===== src/common/mesh_row_pkg.sv =====
// ######################################
// shared widths, opcodes and link types
// for the mesh row; modules pull them in
// with a wildcard import
// ######################################

package mesh_row_pkg;

  localparam int x_cord_width_gp = 4;
  localparam int addr_width_gp = 4;
  localparam int data_width_gp = 32;

  // widest payload view is the request, plus one spare bit
  localparam int payload_width_gp = addr_width_gp + data_width_gp + 1;

  typedef enum logic [1:0] {
    op_store    = 2'd0,
    op_load     = 2'd1,
    op_response = 2'd2,
    op_invalid  = 2'd3
  } mesh_op_e;

  typedef enum logic {
    status_ok     = 1'b0,
    status_bad_op = 1'b1
  } mesh_status_e;

  typedef struct packed {
    logic [payload_width_gp-addr_width_gp-data_width_gp-1:0] pad;
    logic [addr_width_gp-1:0]                                addr;
    logic [data_width_gp-1:0]                                data;
  } mesh_req_s;

  typedef struct packed {
    logic [payload_width_gp-data_width_gp-2:0] pad;
    mesh_status_e                              status;
    logic [data_width_gp-1:0]                  data;
  } mesh_resp_s;

  // same word, read by opcode
  typedef union packed {
    mesh_req_s  req;
    mesh_resp_s resp;
  } mesh_payload_u;

  typedef struct packed {
    logic [x_cord_width_gp-1:0] dst_x;
    logic [x_cord_width_gp-1:0] src_x;
    mesh_op_e                   op;
    mesh_payload_u              payload;
  } mesh_packet_s;

  typedef struct packed {
    logic         v;
    mesh_packet_s pkt;
  } mesh_link_s;

endpackage


===== src/hw/mesh_pod.sv =====
`timescale 1ns/1ps
// ######################################
// one pod: a row of router + scratchpad
// tiles, x numbered from the pod index
// ######################################

module mesh_pod
  import mesh_row_pkg::*;
#(
  parameter int num_tiles_x_p = 2,
  parameter int pod_index_p = 0
) (
  input  logic       clk_i,
  input  logic       reset_i,
  input  mesh_link_s w_link_i,
  output logic       w_ready_o,
  output mesh_link_s w_link_o,
  input  logic       w_ready_i,
  input  mesh_link_s e_link_i,
  output logic       e_ready_o,
  output mesh_link_s e_link_o,
  input  logic       e_ready_i
);

  // tiles leave reset one cycle after the row
  logic reset_r;

  always_ff @(posedge clk_i) begin
    reset_r <= reset_i;
  end

  for (genvar t = 0; t < num_tiles_x_p; t++) begin : tx
    // x 0 belongs to the west host
    localparam logic [x_cord_width_gp-1:0] tile_x_lp =
      x_cord_width_gp'(pod_index_p * num_tiles_x_p + t + 1);

    mesh_link_s w_link_li;
    mesh_link_s w_link_lo;
    mesh_link_s e_link_li;
    mesh_link_s e_link_lo;
    mesh_link_s req_link;
    mesh_link_s resp_link;
    logic       w_ready_li;
    logic       w_ready_lo;
    logic       e_ready_li;
    logic       e_ready_lo;
    logic       req_ready;
    logic       resp_ready;

    mesh_router #(
      .my_x_p(tile_x_lp)
    ) router (
      .clk_i    (clk_i),
      .reset_i  (reset_r),
      .w_link_i (w_link_li),
      .e_link_i (e_link_li),
      .p_link_i (resp_link),
      .w_ready_o(w_ready_lo),
      .e_ready_o(e_ready_lo),
      .p_ready_o(resp_ready),
      .w_link_o (w_link_lo),
      .e_link_o (e_link_lo),
      .p_link_o (req_link),
      .w_ready_i(w_ready_li),
      .e_ready_i(e_ready_li),
      .p_ready_i(req_ready)
    );

    mesh_endpoint #(
      .my_x_p(tile_x_lp)
    ) endpoint (
      .clk_i       (clk_i),
      .reset_i     (reset_r),
      .req_link_i  (req_link),
      .req_ready_o (req_ready),
      .resp_link_o (resp_link),
      .resp_ready_i(resp_ready)
    );

    // west side is the pod edge or the previous tile
    if (t == 0) begin : w_edge
      assign w_link_li = w_link_i;
      assign w_ready_li = w_ready_i;
    end else begin : w_nbr
      assign w_link_li = tx[t-1].e_link_lo;
      assign w_ready_li = tx[t-1].e_ready_lo;
    end

    if (t == num_tiles_x_p - 1) begin : e_edge
      assign e_link_li = e_link_i;
      assign e_ready_li = e_ready_i;
    end else begin : e_nbr
      assign e_link_li = tx[t+1].w_link_lo;
      assign e_ready_li = tx[t+1].w_ready_lo;
    end
  end

  assign w_link_o = tx[0].w_link_lo;
  assign w_ready_o = tx[0].w_ready_lo;
  assign e_link_o = tx[num_tiles_x_p-1].e_link_lo;
  assign e_ready_o = tx[num_tiles_x_p-1].e_ready_lo;

endmodule


===== src/hw/mesh_pod_row.sv =====
`timescale 1ns/1ps
// ######################################
// top level: pods joined east to west,
// outer links go to the edge hosts
// ######################################

module mesh_pod_row
  import mesh_row_pkg::*;
#(
  parameter int num_pods_x_p = 2,
  parameter int num_tiles_x_p = 2
) (
  input  logic       clk_i,
  input  logic       reset_i,
  input  mesh_link_s hor_w_link_i,
  output logic       hor_w_ready_o,
  output mesh_link_s hor_w_link_o,
  input  logic       hor_w_ready_i,
  input  mesh_link_s hor_e_link_i,
  output logic       hor_e_ready_o,
  output mesh_link_s hor_e_link_o,
  input  logic       hor_e_ready_i
);

  for (genvar x = 0; x < num_pods_x_p; x++) begin : px
    mesh_link_s w_link_li;
    mesh_link_s w_link_lo;
    mesh_link_s e_link_li;
    mesh_link_s e_link_lo;
    logic       w_ready_li;
    logic       w_ready_lo;
    logic       e_ready_li;
    logic       e_ready_lo;

    mesh_pod #(
      .num_tiles_x_p(num_tiles_x_p),
      .pod_index_p  (x)
    ) pod (
      .clk_i    (clk_i),
      .reset_i  (reset_i),
      .w_link_i (w_link_li),
      .w_ready_o(w_ready_lo),
      .w_link_o (w_link_lo),
      .w_ready_i(w_ready_li),
      .e_link_i (e_link_li),
      .e_ready_o(e_ready_lo),
      .e_link_o (e_link_lo),
      .e_ready_i(e_ready_li)
    );

    // west neighbor, or the west host for pod 0
    if (x == 0) begin : w_edge
      assign w_link_li = hor_w_link_i;
      assign w_ready_li = hor_w_ready_i;
    end else begin : w_nbr
      assign w_link_li = px[x-1].e_link_lo;
      assign w_ready_li = px[x-1].e_ready_lo;
    end

    if (x == num_pods_x_p - 1) begin : e_edge
      assign e_link_li = hor_e_link_i;
      assign e_ready_li = hor_e_ready_i;
    end else begin : e_nbr
      assign e_link_li = px[x+1].w_link_lo;
      assign e_ready_li = px[x+1].w_ready_lo;
    end
  end

  assign hor_w_link_o = px[0].w_link_lo;
  assign hor_w_ready_o = px[0].w_ready_lo;
  assign hor_e_link_o = px[num_pods_x_p-1].e_link_lo;
  assign hor_e_ready_o = px[num_pods_x_p-1].e_ready_lo;

endmodule


===== src/hw/mesh_tile/mesh_endpoint.sv =====
`timescale 1ns/1ps
// ######################################
// tile scratchpad; answers each store or
// load with one response a cycle later
// ######################################

module mesh_endpoint
  import mesh_row_pkg::*;
#(
  parameter logic [x_cord_width_gp-1:0] my_x_p = x_cord_width_gp'(1)
) (
  input  logic       clk_i,
  input  logic       reset_i,
  input  mesh_link_s req_link_i,
  output logic       req_ready_o,
  output mesh_link_s resp_link_o,
  input  logic       resp_ready_i
);

  localparam int words_lp = 1 << addr_width_gp;

  logic [data_width_gp-1:0] mem_r [words_lp];
  mesh_req_s                req;
  mesh_packet_s             resp_pkt;
  logic                     accept;
  logic                     resp_v_r;
  mesh_packet_s             resp_pkt_r;

  // request view of the incoming payload
  assign req = req_link_i.pkt.payload.req;

  // held off while a response sits in the register
  assign req_ready_o = !resp_v_r;
  assign accept = req_link_i.v && req_ready_o;

  always_comb begin
    resp_pkt = '0;
    resp_pkt.dst_x = req_link_i.pkt.src_x;
    resp_pkt.src_x = my_x_p;
    resp_pkt.op = op_response;
    case (req_link_i.pkt.op)
      op_store: begin
        resp_pkt.payload.resp.status = status_ok;
        resp_pkt.payload.resp.data = req.data;
      end
      op_load: begin
        resp_pkt.payload.resp.status = status_ok;
        resp_pkt.payload.resp.data = mem_r[req.addr];
      end
      default: begin
        resp_pkt.payload.resp.status = status_bad_op;
        resp_pkt.payload.resp.data = '0;
      end
    endcase
  end

  always_ff @(posedge clk_i) begin
    if (accept && (req_link_i.pkt.op == op_store)) begin
      mem_r[req.addr] <= req.data;
    end
  end

  always_ff @(posedge clk_i) begin
    if (reset_i) begin
      resp_v_r <= 1'b0;
    end else if (!resp_v_r) begin
      resp_v_r <= req_link_i.v;
    end else if (resp_ready_i) begin
      resp_v_r <= 1'b0;
    end
  end

  always_ff @(posedge clk_i) begin
    if (accept) resp_pkt_r <= resp_pkt;
  end

  assign resp_link_o = '{v: resp_v_r, pkt: resp_pkt_r};

endmodule


===== src/hw/mesh_tile/mesh_router.sv =====
`timescale 1ns/1ps
// ######################################
// three-port x-only router; one register
// per output and a two-way round robin
// between the inputs that can reach it
// ######################################

module mesh_router
  import mesh_row_pkg::*;
#(
  parameter logic [x_cord_width_gp-1:0] my_x_p = x_cord_width_gp'(1)
) (
  input  logic       clk_i,
  input  logic       reset_i,
  input  mesh_link_s w_link_i,
  input  mesh_link_s e_link_i,
  input  mesh_link_s p_link_i,
  output logic       w_ready_o,
  output logic       e_ready_o,
  output logic       p_ready_o,
  output mesh_link_s w_link_o,
  output mesh_link_s e_link_o,
  output mesh_link_s p_link_o,
  input  logic       w_ready_i,
  input  logic       e_ready_i,
  input  logic       p_ready_i
);

  // gnt[0] for the first source, gnt[1] for the second
  function automatic logic [1:0] rr_grant(input logic req_a, input logic req_b,
                                          input logic last_b, input logic free);
    logic pick_b;
    pick_b = req_b && (!req_a || !last_b);
    return {free && pick_b, free && req_a && !pick_b};
  endfunction

  logic         w_to_e;
  logic         w_to_p;
  logic         e_to_w;
  logic         e_to_p;
  logic         p_to_w;
  logic         p_to_e;
  logic         w_free;
  logic         e_free;
  logic         p_free;
  logic [1:0]   w_gnt;
  logic [1:0]   e_gnt;
  logic [1:0]   p_gnt;
  logic         w_v_r;
  logic         e_v_r;
  logic         p_v_r;
  logic         w_last_r;
  logic         e_last_r;
  logic         p_last_r;
  mesh_packet_s w_pkt_r;
  mesh_packet_s e_pkt_r;
  mesh_packet_s p_pkt_r;

  // steering, never back out the way a packet came
  assign w_to_e = w_link_i.v && (w_link_i.pkt.dst_x > my_x_p);
  assign w_to_p = w_link_i.v && !(w_link_i.pkt.dst_x > my_x_p);
  assign e_to_w = e_link_i.v && (e_link_i.pkt.dst_x < my_x_p);
  assign e_to_p = e_link_i.v && !(e_link_i.pkt.dst_x < my_x_p);
  assign p_to_w = p_link_i.v && (p_link_i.pkt.dst_x < my_x_p);
  assign p_to_e = p_link_i.v && !(p_link_i.pkt.dst_x < my_x_p);

  // an output takes a new packet when empty or draining now
  assign w_free = !w_v_r || w_ready_i;
  assign e_free = !e_v_r || e_ready_i;
  assign p_free = !p_v_r || p_ready_i;

  // west out from {p, e}, east out from {p, w}, proc out from {e, w}
  assign w_gnt = rr_grant(e_to_w, p_to_w, w_last_r, w_free);
  assign e_gnt = rr_grant(w_to_e, p_to_e, e_last_r, e_free);
  assign p_gnt = rr_grant(w_to_p, e_to_p, p_last_r, p_free);

  // each input wants exactly one output, so at most one grant is set
  assign w_ready_o = e_gnt[0] | p_gnt[0];
  assign e_ready_o = w_gnt[0] | p_gnt[1];
  assign p_ready_o = w_gnt[1] | e_gnt[1];

  always_ff @(posedge clk_i) begin
    if (reset_i) begin
      w_v_r    <= 1'b0;
      e_v_r    <= 1'b0;
      p_v_r    <= 1'b0;
      w_last_r <= 1'b0;
      e_last_r <= 1'b0;
      p_last_r <= 1'b0;
    end else begin
      if (w_free) w_v_r <= |w_gnt;
      if (e_free) e_v_r <= |e_gnt;
      if (p_free) p_v_r <= |p_gnt;
      if (|w_gnt) w_last_r <= w_gnt[1];
      if (|e_gnt) e_last_r <= e_gnt[1];
      if (|p_gnt) p_last_r <= p_gnt[1];
    end
  end

  always_ff @(posedge clk_i) begin
    if (|w_gnt) w_pkt_r <= w_gnt[1] ? p_link_i.pkt : e_link_i.pkt;
    if (|e_gnt) e_pkt_r <= e_gnt[1] ? p_link_i.pkt : w_link_i.pkt;
    if (|p_gnt) p_pkt_r <= p_gnt[1] ? e_link_i.pkt : w_link_i.pkt;
  end

  assign w_link_o = '{v: w_v_r, pkt: w_pkt_r};
  assign e_link_o = '{v: e_v_r, pkt: e_pkt_r};
  assign p_link_o = '{v: p_v_r, pkt: p_pkt_r};

endmodule


===== config.mk =====
export PLATFORM = sky130hd
export DESIGN_NAME = mesh_pod_row
export DESIGN_NICKNAME = d
export VERILOG_FILES = /design/src/common/mesh_row_pkg.sv /design/src/hw/mesh_pod.sv /design/src/hw/mesh_pod_row.sv /design/src/hw/mesh_tile/mesh_endpoint.sv /design/src/hw/mesh_tile/mesh_router.sv
export SDC_FILE = /design/constraint.sdc
export NUM_CORES = 2
export LEC_CHECK = 0
export ABC_AREA = 1
export BUFFER_PORTS_ARGS = -buffer_cell sky130_fd_sc_hd__buf_4
export CELL_PAD_IN_SITES_DETAIL_PLACEMENT = 0
export CELL_PAD_IN_SITES_GLOBAL_PLACEMENT = 2
export CORE_ASPECT_RATIO = 0.8
export CORE_UTILIZATION = 41
export DETAILED_ROUTE_END_ITERATION = 6
export HOLD_SLACK_MARGIN = 0.03
export PLACE_DENSITY = 0.81
export SLEW_MARGIN = 15
export SYNTH_ARGS = -nofsm -noshare
export SYNTH_HDL_FRONTEND = slang
export SYNTH_SLANG_ARGS = --single-unit

===== constraint.sdc =====
create_clock -name clk_i -period 4.3 [get_ports clk_i]
set_input_delay 1.075 -clock clk_i [delete_from_list [all_inputs] [get_ports clk_i]]
set_output_delay 1.075 -clock clk_i [all_outputs]
set_load 0.005 [all_outputs]

-- After elaboration in Yosys (flattened, before gate mapping)
Memory sizes are Yosys's and may differ from the RTL's. A register that Yosys moved wholly into a read port is not among the register bits.
Cells that the tools add are included.
- muxes and demuxes: 36
- reductions and logical operators: 184
- equality and inequality tests: 4
- $lt $le $gt $ge: 12
- bitwise logic cells: 12
- operator list (kind ; number):
    $mux 47 ; 8
    $pmux 33 s2 ; 4
    $mux 43 ; 4
    $logic_and 1x1->1 ; 80
    $logic_not 1->1 ; 64
    $logic_or 1x1->1 ; 24
    $reduce_or 2->1 ; 12
    $lt 4x2->1 const B ; 4
    $mux 1 ; 16
    $mux 4 ; 4
    $or 1x1->1 ; 12
    $eq 2x1->1 const B ; 4
    $gt 4x2->1 const B ; 2
    $logic_not 2->1 ; 4
    $lt 4x1->1 const B ; 2
    $lt 4x3->1 const B ; 2
    $gt 4x1->1 const B ; 1
    $gt 4x3->1 const B ; 1
- bits in writable memories: 2048
- register bits after elaboration: 721
- logic and storage cells: 341
- memories: 4
- memories (name ; words ; width ; read ports ; clocked after Yosys merged registers in ; wr ports ; line ; source):
    px[0].pod.tx[0].endpoint.mem_r ; 16 ; 32 ; 1 ; 1 ; 1 ; mesh_endpoint.sv:22 ; logic [data_width_gp-1:0] mem_r [words_lp];
    px[0].pod.tx[1].endpoint.mem_r ; 16 ; 32 ; 1 ; 1 ; 1 ; mesh_endpoint.sv:22 ;
    px[1].pod.tx[0].endpoint.mem_r ; 16 ; 32 ; 1 ; 1 ; 1 ; mesh_endpoint.sv:22 ;
    px[1].pod.tx[1].endpoint.mem_r ; 16 ; 32 ; 1 ; 1 ; 1 ; mesh_endpoint.sv:22 ;

-- Logic depth before layout (Yosys ltp)
- depth after elaboration: 22
- depth in mapped cells: 17

-- Modules after synthesis
Synthesis repeated with hierarchy kept, for this count alone.
- cell total of the unflattened synthesis: 11113
- area total of the unflattened synthesis: 117691.6 µm²
- modules (own cells, without submodules) (module ; seq. area each (µm²) ; area an instance (µm²) ; cells each ; times used):
    mesh_endpoint ; 16505.8 ; 22825.6 ; 2149 ; 4
    mesh_router at px[0].pod.tx[1].router ; 4354.2 ; 6919.1 ; 679 ; 1
    mesh_router at px[0].pod.tx[0].router ; 4354.2 ; 6508.7 ; 611 ; 1
    mesh_router at px[1].pod.tx[0].router ; 4354.2 ; 6466.2 ; 612 ; 1
    mesh_router at px[1].pod.tx[1].router ; 4354.2 ; 6454.9 ; 613 ; 1
    mesh_pod ; 20.0 ; 20.0 ; 1 ; 2

-- Worst setup path before layout
Ideal clock, no wire load.
- path type: reg-to-reg
- from: register px[0].pod.tx[0].router.p_v_r
- to: memory px[0].pod.tx[0].endpoint.mem_r[11][0], enable pin
- data required time: 3.879 ns
- cell stages (with the launch flop): 7
- path buffers: 0
- arrival time: 4.033 ns
- library setup time: 0.421 ns
- setup slack: -0.154 ns
- path through: dfxtp_1 -> inv_1 -> nor2_1 -> inv_1 -> nor3_1 -> nand3_1 -> nor2_1
- cells in the longest elaborated chain, start to end: 4
- ends and longest elaborated chain (what ; line ; source):
    from (decl) ; mesh_router.sv:51 ; logic p_v_r;
    from (signal assigned) ; mesh_router.sv:93 ; if (p_free) p_v_r <= |p_gnt;
    $logic_and 1x1->1 ; mesh_endpoint.sv:34 ; assign accept = req_link_i.v && req_ready_o;
    net px[0].pod.tx[0].endpoint.accept ; mesh_endpoint.sv:25 ; logic accept;
    $logic_and 1x1->1 ; mesh_endpoint.sv:58 ; if (accept && (req_link_i.pkt.op == op_store)) begin
    $mux 1 ; mesh_endpoint.sv:58 ;
    $mux 1 (implied by the code) ; mesh_endpoint.sv:59 ; mem_r[req.addr] <= req.data;
    to (decl) ; mesh_endpoint.sv:22 ;
The timed path passes the listed nets, and every way through them passes these cells.

-- Worst setup path in the final report
- from: register px[1].pod.tx[0].router.e_pkt_r (netlist bit px[1].pod.tx[0].router.e_link_o[43])
- to: output hor_w_ready_o
- cells in the longest elaborated chain, start to end: 21
- elaborated cells on any way between the ends: 29
- those cells by class: order compare: 1; bitwise: 4; reduce/logical: 24
- ends and longest elaborated chain (what ; line ; source):
    from (decl) ; mesh_router.sv:56 ; mesh_packet_s e_pkt_r;
    from (signal assigned) ; mesh_router.sv:102 ; if (|e_gnt) e_pkt_r <= e_gnt[1] ? p_link_i.pkt : w_link_i.pkt;
    $gt 4x3->1 (*) ; mesh_router.sv:60, mesh_router.sv:61 ;
    $logic_not 1->1 ; mesh_router.sv:61 ; assign w_to_p = w_link_i.v && !(w_link_i.pkt.dst_x > my_x_p);
    $logic_and 1x1->1 ; mesh_router.sv:61 ;
    $logic_not 1->1 ; mesh_router.sv:33 ; pick_b = req_b && (!req_a || !last_b);
    $logic_or 1x1->1 ; mesh_router.sv:33 ;
    $logic_and 1x1->1 ; mesh_router.sv:33 ;
    $logic_not 1->1 ; mesh_router.sv:34 ; return {free && pick_b, free && req_a && !pick_b};
    $logic_and 1x1->1 ; mesh_router.sv:34 ;
    [2 not listed] ; -- ;
    $logic_and 1x1->1 (*) (2 in series) ; mesh_router.sv:34 ;
    $or 1x1->1 (*) ; mesh_router.sv:78 ; assign w_ready_o = e_gnt[0] | p_gnt[0];
    $logic_or 1x1->1 (*) ; mesh_router.sv:69 ; assign e_free = !e_v_r || e_ready_i;
    $logic_and 1x1->1 (*) (2 in series) ; mesh_router.sv:34 ;
    $or 1x1->1 (*) ; mesh_router.sv:78 ;
    $logic_or 1x1->1 (*) ; mesh_router.sv:69 ;
    $logic_and 1x1->1 (*) (2 in series) ; mesh_router.sv:34 ;
    $or 1x1->1 (*) ; mesh_router.sv:78 ;
    to (decl) ; mesh_pod_row.sv:16 ; output logic hor_w_ready_o,
Mark *: on every way between the ends. The rest lies on a longest branch, timed or not.

==> run_results.csv <==
group,metric,value,unit
run_status,outcome,"completed",
power_and_ir_drop,vdd_drop_max,0.3510,mV
sta,hold_violations,0,
critical_path,critPathKind,"reg -> out",
logic_synthesis,yosys_most_used_dff,"edfxtp_1",
cells_and_area,area_growth,13.87,%
clock_tree,cts_hold_buffers,0,
min_path,min_path_type,"in -> reg",
floorplan,die_y,464.2,microns
sta,worst_pin_slew,1284,ps
cells_and_area,final_cell_area,124700,sq um
sta,post-route-min-period,4038,ps
critical_path,crit_fanout,4,
floorplan,boundaryPins,198,
min_path,holdCritStartpoint,"reset_i",
placement,gp_congestion,0.9255,
logic_synthesis,synth-seq-area-share,75.98,%
critical_path,worstPathArrival,2960,ps
critical_path,r2r_start,"px[1].pod.tx[0].router.e_link_o[43]",
sta,rsz0062_at_grt,"false",
sta,finClkSkew,58.92,ps
critical_path,rr_endpoint,"px[0].pod.tx[0].router.e_link_o[14]",
detailed_routing,ant_nets,0,
logic_synthesis,synth_cell_type_count,34,
logic_synthesis,synth_nets,8336,
critical_path,r2r_slack,1190,ps
sta,fin_ws,261.8,ps
cells_and_area,fin_nets,8471,
logic_synthesis,synth_area_leaders,"edfxtp_1 (75%), o21ai_0 (6.3%), nor2_1 (4.3%)",
global_route,gr-usage-all-layers,23.98,%
power_and_ir_drop,cellLeakagePower,41.53,nW
cells_and_area,drive_gt1_share,12.37,%
critical_path,critPathCaptureType,"primary output",
critical_path,reg2reg_depth,13,
clock_tree,cts-buffers-inserted,283,
clock_tree,htree_levels,5,
clock_tree,ctsResizeCount,0,
sta,fmax,247.6,MHz
critical_path,required,3220,ps
floorplan,die_x,579.7,microns
placement,portBuffers,197,
min_path,min_path_cells,1,
clock_tree,postCtsSetupBuffers,0,
clock_tree,cts_tree,"built",
placement,dp.final_hpwl,195100,microns
critical_path,critPathLaunch,"px[1].pod.tx[0].router.e_link_o[43]",
placement,pre_cts_slack,315.5,ps
logic_synthesis,ys_seq_elements,2785,
clock_tree,clock-sinks,2785,
detailed_routing,dr.first_iter.drc_count,8455,
global_route,grt_max_degree,209,
critical_path,path_cells,"o21ai_2, nand2_1, nand3_1, nand2_1, nand2_1, nand3_2, nand2_2, nand2_2, nand2_2, nand2_2, nand3_1, nand2_1, buf_4",
cells_and_area,final_cell_mix,"edfxtp_1 (2740), o21ai_0 (1385), nor2_1 (1187)",
floorplan,design.core.area,265400,sq um
logic_synthesis,yosysTopAreaCell,"edfxtp_1",
logic_synthesis,postSynthAreaPerCell,13.29,sq um
clock_tree,clkTransAtPathRegs,60,ps
global_route,grt_pass1_wl,470800,microns
logic_synthesis,netlist_instances,8236,
sta,finalCritPeriodShare,93.91,%
floorplan,start_util,41.25,%
cells_and_area,final_common_cell,"edfxtp_1",
logic_synthesis,async_flop_share,0,%
detailed_routing,finalWirelength,330200,microns
sta,relSlewSlack,13.50,%
placement,dpl_cell_area,115800,sq um
logic_synthesis,synth_top_cell_area_share,75.16,%
floorplan,placementRows,169,
critical_path,cpMaxStageDelayCell,"edfxtp_1",
clock_tree,clockBufferDepth,4,
critical_path,crit_path_max_incr_delay,400,ps
sta,slew_viol_final,0,
power_and_ir_drop,p_per_area,483.7,nW/um^2
detailed_routing,drc,0,
global_route,grt-ovfl-total,0,
logic_synthesis,netlist_area,109500,sq um
global_route,grt_pass1_vias,65970,
floorplan,dieArea,269100,sq um
flow_run,drv_cap,0,
clock_tree,clock_latency,860,ps
logic_synthesis,synth_edf_count,2740,
sta,setup_violations,0,
detailed_routing,drtPass1Iterations,6,
critical_path,start_kind,"register",
clock_tree,cts-root-buf,"clkbuf_16",
sta,finalSetupTns,0,ps
logic_synthesis,yosysWarnings,0,
global_route,antenna_found_initial,15,
min_path,hold_end,"px[1].pod.reset_r",
detailed_routing,wl_per_cell,27.30,microns
detailed_routing,post_drt_via_cell_ratio,5.722,
detailed_routing,vias,69190,
## Yosys cell counts (59+ instances only)
cell      instances
clkbuf_1        396
o22ai_1         289
a32o_1          128
o221ai_1        128
mux2_2          102
o21ai_1         164
inv_1           314
nand3_1          67
o211ai_1         96
buf_1            73
nor2_1         1263
nand2_1         836
edfxtp_1       2740
o21ai_0        1385
buf_2            59
## sequential cells by signal, indices dropped and copies added, names as in the netlist, 148 cells and up, named ones only
register,count
px.pod.tx.router.w_link_o,188
px.pod.tx.endpoint.mem_r,2048
px.pod.tx.router.e_link_o,188
px.pod.tx.endpoint.resp_link_o,148
px.pod.tx.router.p_link_o,168
## logic make-up after synthesis
family          after synthesis  synth area share (%)
flops                      2785                 75.98
compound gates             2266                 12.05
simple gates               2214                 7.796
buf+inv                     869                 3.129
mux                         102                 1.049
## per-layer routing
| metal | part of all wire, % | GRT usage [%] | vias up | routed length (microns) |
|---|---|---|---|---|
| li1 | - | - | 30640 | - |
| met1 | 42 | 33.30 | 35130 | 137200 |
| met2 | 46 | 37.13 | 2932 | 150800 |
| met3 | 9.6 | 5.868 | 496 | 31860 |
| met4 | 3.1 | 7.592 | 4 | 10290 |
| met5 | 0.0076 | 0 | - | 25 |
## worst max-delay path, delay by kind of cell (launching register included)
family          cells  cell delay [ps]
compound gates      1              240
simple gates       11             1300
flops               1              400
buf+inv             1              180
## cell type report
| cell class | count | area (sq um) |
|---|---|---|
| diodes | 7 | 17.52 |
| clock buffers | 353 | 7576 |
| clock inverters | 141 | 1299 |
| fillers | 22990 | 140700 |
| inverters | 326 | 1246 |
| multi-input cells | 4582 | 23490 |
| flip-flops and latches | 2785 | 83220 |
| well taps | 3505 | 4385 |
| repair buffers | 393 | 3426 |
## worst max path at each step
stage                                       endpoint  slack (ps)
3_5_place_dp                           hor_w_ready_o         320
4_1_cts                                hor_w_ready_o         160
2_1_floorplan  px[0].pod.tx[0].endpoint.mem_r[11][0]         500
6_report                               hor_w_ready_o         260
5_1_grt                                hor_w_ready_o         100
3_3_place_gp                           hor_w_ready_o         210
## power by group
part	total [W]	switching, W	internal (W)
clock network	0.0242	0.0103	0.0139
logic	0.00482	0.00334	0.00148
registers	0.0313	0.000849	0.0305
total	0.0603	0.0145	0.0458
## stage by stage
step                      utilization (%)  cells  total power (W)  hold slack [ps]
after floorplan                         -   8236          0.03447            400.3
after global placement              43.63  11590          0.03659            400.5
after detailed placement            43.63  11590          0.03669            404.5
after CTS                           46.97  12090          0.06060            282.3
after global routing                46.97  12090          0.06210            299.8
final                               46.98  12090          0.06030            334.2
No activity file was read; power rests on OpenSTA's default activity.
